**src/common/decode_defines.svh**
```systemverilog
`ifndef DECODE_DEFINES_SVH
`define DECODE_DEFINES_SVH

// datapath and pc width
`define WORD_W 32

// architectural register index
`define REG_W 5

// completion buffer index width
`define ROB_IDX_W 6

// arith, mul, div, lsu
`define NUM_FU 4

// writeback reservation length, bit i is the cycle i from now
`define WB_DEPTH 18

// result delay per unit in cycles
`define ALU_WB_SLOT 0
`define MUL_WB_SLOT 3
`define DIV_WB_SLOT 17

`endif

```
**src/common/decode_pkg.sv**
```systemverilog
package decode_pkg;

  // rv32 major opcodes handled by this decode stage
  typedef enum logic [6:0] {
    OP     = 7'b0110011,
    OP_IMM = 7'b0010011,
    LOAD   = 7'b0000011,
    STORE  = 7'b0100011,
    LUI    = 7'b0110111,
    AUIPC  = 7'b0010111
  } opcode_e;

  // functional units, value doubles as the dispatch slot index
  typedef enum logic [1:0] {
    FU_ARITH = 2'd0,
    FU_MUL   = 2'd1,
    FU_DIV   = 2'd2,
    FU_LSU   = 2'd3
  } fu_type_e;

  // alu operations
  typedef enum logic [3:0] {
    ADD  = 4'd0,
    SUB  = 4'd1,
    AND  = 4'd2,
    OR   = 4'd3,
    XOR  = 4'd4,
    SLL  = 4'd5,
    SRL  = 4'd6,
    SRA  = 4'd7,
    SLT  = 4'd8,
    SLTU = 4'd9
  } alu_op_e;

  // operand a source
  typedef enum logic [1:0] {
    SRC_A_RS1  = 2'd0,
    SRC_A_PC   = 2'd1,
    SRC_A_ZERO = 2'd2
  } src_a_e;

  // operand b source
  typedef enum logic [1:0] {
    SRC_B_RS2   = 2'd0,
    SRC_B_IMM_I = 2'd1,
    SRC_B_IMM_S = 2'd2,
    SRC_B_IMM_U = 2'd3
  } src_b_e;

endpackage

```
**src/dispatch/fu_dispatch_slot.sv**
```systemverilog
`timescale 1ns/1ns
`include "decode_defines.svh"

module fu_dispatch_slot (
  input  logic                  CLK,
  input  logic                  nRST,
  input  logic                  flush,
  input  logic                  stall_ex,
  input  logic                  unit_stall,
  input  logic                  sel,
  input  logic [`REG_W-1:0]     rd,
  input  logic                  wen,
  input  logic [2:0]            funct3,
  input  logic [`ROB_IDX_W-1:0] rob_index,
  output logic                  ena,
  output logic [`REG_W-1:0]     rd_q,
  output logic                  wen_q,
  output logic [2:0]            funct3_q,
  output logic [`ROB_IDX_W-1:0] rob_index_q
);

  logic advance;

  // slot moves only when neither the whole execute side nor this unit is stalled
  assign advance = !stall_ex && !unit_stall;

  always_ff @(posedge CLK, negedge nRST) begin
    if (!nRST) begin
      ena   <= 1'b0;
      wen_q <= 1'b0;
    end else if (flush) begin
      ena   <= 1'b0;
      wen_q <= 1'b0;
    end else if (advance) begin
      // bubble when not selected
      ena   <= sel;
      wen_q <= sel & wen;
    end
  end

  always_ff @(posedge CLK) begin
    if (flush) begin
      rd_q        <= '0;
      funct3_q    <= '0;
      rob_index_q <= '0;
    end else if (advance && sel) begin
      rd_q        <= rd;
      funct3_q    <= funct3;
      rob_index_q <= rob_index;
    end
  end

  // nothing survives a flush into execute
  a_flush_kills: assert property (@(posedge CLK) disable iff (!nRST) flush |=> !ena);

endmodule

```
**src/dispatch/wb_port_scheduler.sv**
```systemverilog
`timescale 1ns/1ns
`include "decode_defines.svh"

module wb_port_scheduler (
  input  logic                 CLK,
  input  logic                 nRST,
  input  decode_pkg::fu_type_e fu_type,
  input  logic [`NUM_FU-1:0]   fu_sel,
  input  logic                 div_special,
  output logic                 wb_port_conflict
);
  import decode_pkg::*;

  // bit i set means the write port is taken i cycles from now
  logic [`WB_DEPTH-1:0] res;
  logic [`WB_DEPTH-1:0] claim;
  logic [`WB_DEPTH-1:0] next_res;
  logic                 claiming;

  // writeback cycle the presented instruction would need
  always_comb begin
    case (fu_type)
      FU_ARITH: claim = `WB_DEPTH'(1) << `ALU_WB_SLOT;
      FU_MUL:   claim = `WB_DEPTH'(1) << `MUL_WB_SLOT;
      FU_DIV: begin
        // special operands skip the iterative divide
        if (div_special) begin
          claim = `WB_DEPTH'(1) << `ALU_WB_SLOT;
        end else begin
          claim = `WB_DEPTH'(1) << `DIV_WB_SLOT;
        end
      end
      default:  claim = '0;
    endcase
  end

  // lsu has an empty claim, so it never conflicts
  assign wb_port_conflict = |(res & claim);

  // only the unit actually dispatched books its cycle
  assign claiming = fu_sel[fu_type];
  assign next_res = (res | (claiming ? claim : '0)) >> 1;

  always_ff @(posedge CLK, negedge nRST) begin
    if (!nRST) begin
      res <= '0;
    end else begin
      res <= next_res;
    end
  end

  // decoder must hold back anything landing on a booked cycle
  a_no_double_book: assert property (@(posedge CLK) disable iff (!nRST)
    (|fu_sel) |-> ((res & claim) == '0));

endmodule

```
**src/decode_stage.sv**
```systemverilog
`timescale 1ns/1ns
`include "decode_defines.svh"

module decode_stage (
  input  logic                               CLK,
  input  logic                               nRST,
  input  logic [`WORD_W-1:0]                 instr,
  input  logic [`WORD_W-1:0]                 pc,
  input  logic [`WORD_W-1:0]                 rs1_data,
  input  logic [`WORD_W-1:0]                 rs2_data,
  input  logic                               rs1_bypass_ena,
  input  logic [`WORD_W-1:0]                 rs1_bypass_data,
  input  logic                               rs2_bypass_ena,
  input  logic [`WORD_W-1:0]                 rs2_bypass_data,
  input  logic [`ROB_IDX_W-1:0]              cur_tail,
  input  logic                               stall_decode,
  input  logic                               stall_ex,
  input  logic [`NUM_FU-1:0]                 fu_stall,
  input  logic                               flush,
  output logic [`REG_W-1:0]                  rs1,
  output logic [`REG_W-1:0]                  rs2,
  output logic                               rob_alloc,
  output logic                               wb_port_conflict,
  output logic [`WORD_W-1:0]                 port_a,
  output logic [`WORD_W-1:0]                 port_b,
  output logic [`WORD_W-1:0]                 store_data,
  output decode_pkg::alu_op_e                alu_op,
  output logic [`NUM_FU-1:0]                 ex_ena,
  output logic [`NUM_FU-1:0][`REG_W-1:0]     ex_rd,
  output logic [`NUM_FU-1:0]                 ex_wen,
  output logic [`NUM_FU-1:0][2:0]            ex_funct3,
  output logic [`NUM_FU-1:0][`ROB_IDX_W-1:0] ex_rob_index
);
  import decode_pkg::*;

  logic [`REG_W-1:0]  rd;
  logic [2:0]         funct3;
  logic [`WORD_W-1:0] imm_i;
  logic [`WORD_W-1:0] imm_s;
  logic [`WORD_W-1:0] imm_u;
  src_a_e             src_a_sel;
  src_b_e             src_b_sel;
  alu_op_e            alu_op_d;
  fu_type_e           fu_type;
  logic               wen;
  logic [`NUM_FU-1:0] fu_sel;
  logic               div_special;

  instr_decoder u_decoder (
    .instr(instr), .wb_port_conflict(wb_port_conflict), .stall_decode(stall_decode),
    .rs1(rs1), .rs2(rs2), .rd(rd), .funct3(funct3),
    .imm_i(imm_i), .imm_s(imm_s), .imm_u(imm_u),
    .src_a_sel(src_a_sel), .src_b_sel(src_b_sel), .alu_op(alu_op_d),
    .fu_type(fu_type), .wen(wen), .fu_sel(fu_sel), .rob_alloc(rob_alloc)
  );

  operand_latch u_operands (
    .CLK(CLK), .nRST(nRST), .flush(flush), .stall_ex(stall_ex), .pc(pc),
    .rs1_data(rs1_data), .rs2_data(rs2_data),
    .rs1_bypass_ena(rs1_bypass_ena), .rs1_bypass_data(rs1_bypass_data),
    .rs2_bypass_ena(rs2_bypass_ena), .rs2_bypass_data(rs2_bypass_data),
    .src_a_sel(src_a_sel), .src_b_sel(src_b_sel),
    .imm_i(imm_i), .imm_s(imm_s), .imm_u(imm_u), .alu_op(alu_op_d),
    .div_special(div_special), .port_a(port_a), .port_b(port_b),
    .store_data(store_data), .alu_op_q(alu_op)
  );

  wb_port_scheduler u_wb_sched (
    .CLK(CLK), .nRST(nRST), .fu_type(fu_type), .fu_sel(fu_sel),
    .div_special(div_special), .wb_port_conflict(wb_port_conflict)
  );

  // one latch per unit, slot index is the unit enum
  for (genvar u = 0; u < `NUM_FU; u++) begin : slot
    localparam fu_type_e UNIT = fu_type_e'(u);
    fu_dispatch_slot u_slot (
      .CLK(CLK), .nRST(nRST), .flush(flush), .stall_ex(stall_ex),
      .unit_stall(fu_stall[UNIT]), .sel(fu_sel[UNIT]),
      .rd(rd), .wen(wen), .funct3(funct3), .rob_index(cur_tail),
      .ena(ex_ena[UNIT]), .rd_q(ex_rd[UNIT]), .wen_q(ex_wen[UNIT]),
      .funct3_q(ex_funct3[UNIT]), .rob_index_q(ex_rob_index[UNIT])
    );
  end

endmodule

```
**src/instr_decoder.sv**
```systemverilog
`timescale 1ns/1ns
`include "decode_defines.svh"

module instr_decoder (
  input  logic [`WORD_W-1:0]  instr,
  input  logic                wb_port_conflict,
  input  logic                stall_decode,
  output logic [`REG_W-1:0]   rs1,
  output logic [`REG_W-1:0]   rs2,
  output logic [`REG_W-1:0]   rd,
  output logic [2:0]          funct3,
  output logic [`WORD_W-1:0]  imm_i,
  output logic [`WORD_W-1:0]  imm_s,
  output logic [`WORD_W-1:0]  imm_u,
  output decode_pkg::src_a_e  src_a_sel,
  output decode_pkg::src_b_e  src_b_sel,
  output decode_pkg::alu_op_e alu_op,
  output decode_pkg::fu_type_e fu_type,
  output logic                wen,
  output logic [`NUM_FU-1:0]  fu_sel,
  output logic                rob_alloc
);
  import decode_pkg::*;

  opcode_e  opcode;
  logic [6:0] funct7;
  alu_op_e  alu_base;
  fu_type_e fu_raw;
  logic     legal;
  logic     dispatch;

  // fixed rv32 field positions
  assign opcode = opcode_e'(instr[6:0]);
  assign rd     = instr[11:7];
  assign funct3 = instr[14:12];
  assign rs1    = instr[19:15];
  assign rs2    = instr[24:20];
  assign funct7 = instr[31:25];

  // sign extended immediates
  assign imm_i = {{20{instr[31]}}, instr[31:20]};
  assign imm_s = {{20{instr[31]}}, instr[31:25], instr[11:7]};
  assign imm_u = {instr[31:12], 12'b0};

  // funct3 to alu op when funct7 is zero
  always_comb begin
    case (funct3)
      3'b000:  alu_base = ADD;
      3'b001:  alu_base = SLL;
      3'b010:  alu_base = SLT;
      3'b011:  alu_base = SLTU;
      3'b100:  alu_base = XOR;
      3'b101:  alu_base = SRL;
      3'b110:  alu_base = OR;
      default: alu_base = AND;
    endcase
  end

  always_comb begin
    legal     = 1'b1;
    fu_raw    = FU_ARITH;
    alu_op    = ADD;
    src_a_sel = SRC_A_RS1;
    src_b_sel = SRC_B_RS2;
    wen       = 1'b1;
    case (opcode)
      OP: begin
        if (funct7 == 7'b0000001) begin
          // m extension, funct3[2] splits mul from div/rem
          fu_raw = funct3[2] ? FU_DIV : FU_MUL;
        end else if (funct7 == 7'b0000000) begin
          alu_op = alu_base;
        end else if (funct7 == 7'b0100000 && (funct3 == 3'b000 || funct3 == 3'b101)) begin
          alu_op = funct3[2] ? SRA : SUB;
        end else begin
          legal = 1'b0;
        end
      end
      OP_IMM: begin
        // shifts take the shamt from port_b[4:0]
        src_b_sel = SRC_B_IMM_I;
        if (funct3 == 3'b001) begin
          alu_op = SLL;
          legal  = (funct7 == 7'b0000000);
        end else if (funct3 == 3'b101) begin
          alu_op = instr[30] ? SRA : SRL;
          legal  = (funct7 == 7'b0000000) || (funct7 == 7'b0100000);
        end else begin
          alu_op = alu_base;
        end
      end
      LOAD: begin
        fu_raw    = FU_LSU;
        src_b_sel = SRC_B_IMM_I;
        legal     = (funct3 != 3'b011) && (funct3 != 3'b110) && (funct3 != 3'b111);
      end
      STORE: begin
        fu_raw    = FU_LSU;
        src_b_sel = SRC_B_IMM_S;
        wen       = 1'b0;
        legal     = (funct3 == 3'b000) || (funct3 == 3'b001) || (funct3 == 3'b010);
      end
      LUI: begin
        src_a_sel = SRC_A_ZERO;
        src_b_sel = SRC_B_IMM_U;
      end
      AUIPC: begin
        src_a_sel = SRC_A_PC;
        src_b_sel = SRC_B_IMM_U;
      end
      default: legal = 1'b0;
    endcase
  end

  // illegal words report as lsu so they never claim the write port
  assign fu_type = legal ? fu_raw : FU_LSU;

  // one-hot dispatch strobe
  assign dispatch  = legal & ~stall_decode & ~wb_port_conflict;
  assign fu_sel    = dispatch ? (`NUM_FU'(1) << fu_type) : '0;
  assign rob_alloc = |fu_sel;

endmodule

```
**src/operand_latch.sv**
```systemverilog
`timescale 1ns/1ns
`include "decode_defines.svh"

module operand_latch (
  input  logic                CLK,
  input  logic                nRST,
  input  logic                flush,
  input  logic                stall_ex,
  input  logic [`WORD_W-1:0]  pc,
  input  logic [`WORD_W-1:0]  rs1_data,
  input  logic [`WORD_W-1:0]  rs2_data,
  input  logic                rs1_bypass_ena,
  input  logic [`WORD_W-1:0]  rs1_bypass_data,
  input  logic                rs2_bypass_ena,
  input  logic [`WORD_W-1:0]  rs2_bypass_data,
  input  decode_pkg::src_a_e  src_a_sel,
  input  decode_pkg::src_b_e  src_b_sel,
  input  logic [`WORD_W-1:0]  imm_i,
  input  logic [`WORD_W-1:0]  imm_s,
  input  logic [`WORD_W-1:0]  imm_u,
  input  decode_pkg::alu_op_e alu_op,
  output logic                div_special,
  output logic [`WORD_W-1:0]  port_a,
  output logic [`WORD_W-1:0]  port_b,
  output logic [`WORD_W-1:0]  store_data,
  output decode_pkg::alu_op_e alu_op_q
);
  import decode_pkg::*;

  logic [`WORD_W-1:0] rs1_val;
  logic [`WORD_W-1:0] rs2_val;
  logic [`WORD_W-1:0] src_a;
  logic [`WORD_W-1:0] src_b;

  // bypass wins over the register file
  assign rs1_val = rs1_bypass_ena ? rs1_bypass_data : rs1_data;
  assign rs2_val = rs2_bypass_ena ? rs2_bypass_data : rs2_data;

  always_comb begin
    case (src_a_sel)
      SRC_A_RS1: src_a = rs1_val;
      SRC_A_PC:  src_a = pc;
      default:   src_a = '0;
    endcase
  end

  always_comb begin
    case (src_b_sel)
      SRC_B_RS2:   src_b = rs2_val;
      SRC_B_IMM_I: src_b = imm_i;
      SRC_B_IMM_S: src_b = imm_s;
      default:     src_b = imm_u;
    endcase
  end

  // overflow or divide by zero, the divider answers these in one pass
  assign div_special = (src_a == {1'b1, {(`WORD_W-1){1'b0}}}) ||
                       (src_b == '0) || (src_b == '1);

  always_ff @(posedge CLK) begin
    if (flush) begin
      port_a     <= '0;
      port_b     <= '0;
      store_data <= '0;
    end else if (!stall_ex) begin
      port_a     <= src_a;
      port_b     <= src_b;
      store_data <= rs2_val;
    end
  end

  always_ff @(posedge CLK, negedge nRST) begin
    if (!nRST) begin
      alu_op_q <= ADD;
    end else if (flush) begin
      alu_op_q <= ADD;
    end else if (!stall_ex) begin
      alu_op_q <= alu_op;
    end
  end

endmodule

```
**config.mk**
```make
export PLATFORM = sky130hd
export DESIGN_NAME = decode_stage
export DESIGN_NICKNAME = d
export VERILOG_FILES = /design/src/common/decode_pkg.sv /design/src/dispatch/fu_dispatch_slot.sv /design/src/dispatch/wb_port_scheduler.sv /design/src/decode_stage.sv /design/src/instr_decoder.sv /design/src/operand_latch.sv
export VERILOG_INCLUDE_DIRS = /design/src /design/src/common
export SDC_FILE = /design/constraint.sdc
export NUM_CORES = 1
export LEC_CHECK = 0
export BUFFER_PORTS_ARGS = -buffer_cell sky130_fd_sc_hd__buf_4
export CAP_MARGIN = 20
export CORE_MARGIN = 1.5
export CORE_UTILIZATION = 35
export DETAILED_ROUTE_END_ITERATION = 6
export PLACE_DENSITY = 0.68
export SLEW_MARGIN = 25
export SYNTH_ARGS = -nofsm -noshare
export SYNTH_HDL_FRONTEND = slang
export SYNTH_SLANG_ARGS = --single-unit
```
**constraint.sdc**
```tcl
create_clock -name CLK -period 15.1 [get_ports CLK]
set_input_delay 4.53 -clock CLK [delete_from_list [all_inputs] [get_ports CLK]]
set_output_delay 4.53 -clock CLK [all_outputs]
set_load 0.03 [all_outputs]
```
==> results.txt <==
----------------------------------------------------
[STA]
  Fin. Hold Viols ... 0
  Setup TNS ... 0 ps
  Achievable Freq ... 80.4 MHz
  Worst clock skew ... around 12 ps
  RSZ-0062 raised after global routing ... no
  Final slew viol count ... 0
  Number of setup violations in the final report ... 0
  Slew at the pin closest to its max-slew limit ... 1030 ps
  Portion of the clock cycle consumed by the worst path in the final layout ... 82.4%
  Post-layout min period ... 12,440 ps
  Rel. slew slack ... 31.4%

[Yosys]
  Post-synthesis cell area ... 9020 um^2
  Count of distinct cell types in the synthesized netlist ... 72
  Most frequently used cell type in the post-synthesis netlist ... nor2_1
  Cell types occupying the most area after synthesis ... dfxtp_1 (34%), mux2i_1 (11%), dfrtp_1 (8.0%)
  Post-Synthesis Cells ... 1,045
  Flop and latch count out of synthesis ... 181
  Commonest cells in the synthesized netlist ... nor2_1 (169), dfxtp_1 (152), a21oi_1 (121), mux2i_1 (100), clkbuf_1 (53)
  Synth top area share ... between 30% and 40%
  Number of enable flip-flop cells after synthesis ... 0
  Proportion of synthesized chip area in sequential cells ... 41.8%
  Cell taking the most area after synthesis ... dfxtp_1
  Yosys warnings ... 0
  Net count of the mapped netlist ... 1,254
  Synth Flop Type ... dfxtp_1
  Syn_area_per_cell ... 8.63 um^2
  Share of async-settable or async-resettable flops after synthesis ... 16.0%

[Setup path]
  Most common cell type on the critical path ... buf_4
  Type of origin of the critical path ... input port
  Start-to-end type of the worst setup path ... in2out
  Kind of cell with the highest combined delay on the critical path ... simple AND/OR/NAND/NOR gates
  Number of buffer and inverter stages on the critical path ... 3
  Required time at the endpoint of the critical path ... 10,570 ps
  Maximum single-stage delay on the critical path ... 540 ps
  Worst EP arrival ... roughly 8000 ps
  Cells along the critical path ... buf_4 -> nand4bb_4 -> nor2_4 -> buf_12 -> mux2_2 -> or4_1 -> nor4_1 -> a41oi_1 -> a21o_1 -> and3_1 -> buf_4
  Nature of the critical path endpoint ... primary output
  Slowest-stage cell, CP ... or4_1
  Max FO, Critical Path ... 36

[Power and ir drop]
  Post-layout power ... 1220 uW
  Total power divided by cell area ... 97.5 nW/um^2
  Leakage power ... between 0.005 and 0.006 uW
  Worst IR drop on VDD ... 0.0758 mV

[Route]
  Count of unresolved DRC violations after routing ... 0
  Routed Wire Length ... 35,700 um
  Number of iterations in the first detailed-routing pass ... 5
  Drt wl/cell ... about 21 um
  Antenna viol nets, final ... 0
  Via-to-Cell Ratio ... about 5.5
  Via Count ... 9,248
  Iter 0 DRT Violations ... approximately 850

[Place]
  IO buf count ... 384
  Detailed placement HPWL ... approximately 27,000 um
  Final estimated routing congestion in global placement ... around 0.99
  Number of cells after detailed placement ... approximately 1,700

[CTS]
  CTS HTree Levels ... 4
  Clock sinks ... 181
  Later-pin clock latency in the skew report ... 430 ps
  Clock Path Buffers ... 2
  Post-CTS Resized ... 0
  Number of buffers created by CTS ... 17
  Root cell of the clock tree ... clkbuf_16
  CTS tree ... built
  Post-CTS setup buffers ... 0
  Count of hold-fix buffers inserted at cts ... 0
  Clk slew on worst S/H paths ... 70 ps

[Global routing]
  Wire length of the first global-routing pass ... about 52,000 um
  Largest net degree at the start of global routing ... 103
  Met2 usage in global routing ... roughly two fifths
  Gr busiest metal ... met2
  Gr usage total ... 26.0%
  Global route total overflow ... 0
  Number of antenna violations at the first check in global routing ... 0
  Global routing met3 resource utilization ... 7.34%
  Number of global-route vias before repair ... 8,671
  Met1 layer usage reported by global route ... between 30% and 40%

[Floorplanning]
  Placeable core area ... approximately 25,000 um^2
  Total die area ... 26,800 um^2
  Initial core utilization ... 35.7%
  Overall die height ... roughly 160 um
  I/O pin count ... a little under 400
  Die width ... between 150 and 200 um
  Number of standard-cell rows in the floorplan ... 58

[Layout]
  Layout cell share with drive strength beyond 1 ... 34.0%
  Diode count ... 0
  Layout net count ... around 1,600
  Non-Filler Instances ... 1,693
  Synthesis-to-finish area growth ... 38.2%

[Outcome]
  Outcome ... complete, no violations

[Min path]
  Hold Crit Class ... reg2reg

[Job]
  Number of max-capacitance violations reported ... 0

----------------------------------------------------
==> path summary, 6_finish.rpt <==
path,from,end,slack [ps],cells after the start
setup / recovery,instr[3],rob_alloc,2660,11
hold / removal,u_wb_sched.res[6],u_wb_sched.res[5],350,0
setup reg to reg,u_wb_sched.res[3],slot[3].u_slot.wen_q,12550,6
hold reg to reg,u_wb_sched.res[6],u_wb_sched.res[5],350,0
max in group asynchronous,nRST,slot[3].u_slot.wen_q,10810,1
min in group asynchronous,nRST,slot[3].u_slot.ena,4000,1
==> report_power, final <==
group	switching [uW]	internal [uW]	total, uW	leakage [uW]
Sequential	9.33	496	505	0.00165
Combinational	141	96.9	238	0.00381
Clock	211	261	472	0.000299
Total	362	853	1220	0.00576
==> per-stage QoR <==
| step | util, % | area (um^2) | worst slack, ps | hold WS, ps |
|---|---|---|---|---|
| 2_1_floorplan | - | 9020 | 3880 | 331 |
| 3_3_place_gp | 46.8 | 11800 | 2550 | 335 |
| 3_5_place_dp | 46.8 | 11800 | 2380 | 336 |
| 4_1_cts | 49.2 | 12400 | 2380 | 355 |
| 5_1_grt | 49.4 | 12500 | 2520 | 359 |
| 6_report | 49.4 | 12500 | 2660 | 351 |
==> kinds of logic after synthesis <==
logic type | synth area share [%]
and+or+nand+nor | 19.4
AOI/OAI and AO/OA | 18.1
DFF | 41.8
buffers and inverters | 6.91
muxes | 13.7
xor gates and xnor gates | 0.0971
==> flip-flops by register name, indices dropped and copies added (netlist names) <==
| name | count |
|---|---|
| u_operands.port_a | 32 |
| u_operands.port_b | 32 |
| u_operands.store_data | 32 |
| slot.u_slot.rob_index_q | 24 |
| slot.u_slot.rd_q | 20 |
| u_wb_sched.res | 17 |
| slot.u_slot.funct3_q | 12 |
| slot.u_slot.ena | 4 |
| slot.u_slot.wen_q | 4 |
| u_operands.alu_op_q | 4 |
==> layer usage <==
metal  vias up  wire (um)
li1       4329          -
met1      4402      14900
met2       444      16600
met3        73       3100
met4         0       1120
met5         -          0
==> placed cells by master, fill, tap and decap left out, types with 3 or more instances in the layout <==
master and count:
inv_1 21, a31oi_1 12, o31ai_1 3, clkbuf_16 18
a21o_1 3, nor2b_1 18, o22ai_1 3, o21ai_0 24
a31o_2 6, a22oi_1 16, nand2b_1 29, mux2_2 21
dfxtp_1 152, nand3_1 12, or4_1 3, mux2i_1 100
nor2_1 168, a21oi_1 121, inv_8 3, dfrtp_1 29
nand2_1 50, nor3_1 23, nand4_1 12, a221oi_1 17
a211oi_1 23, nor4_1 15, o211ai_1 5, inv_6 3
nor4b_1 6, buf_4 386
==> area by class of cell <==
cell class / instances / area [um^2]
fillers: 2445 / 12800
multi-input cells: 740 / 4650
flip-flops and latches: 181 / 3770
repair buffers: 389 / 2940
clock buffers: 20 / 458
well taps: 330 / 413
clock inverters: 12 / 158
inverters: 21 / 78.8
Note: power is estimated with default switching activity, not from simulation.
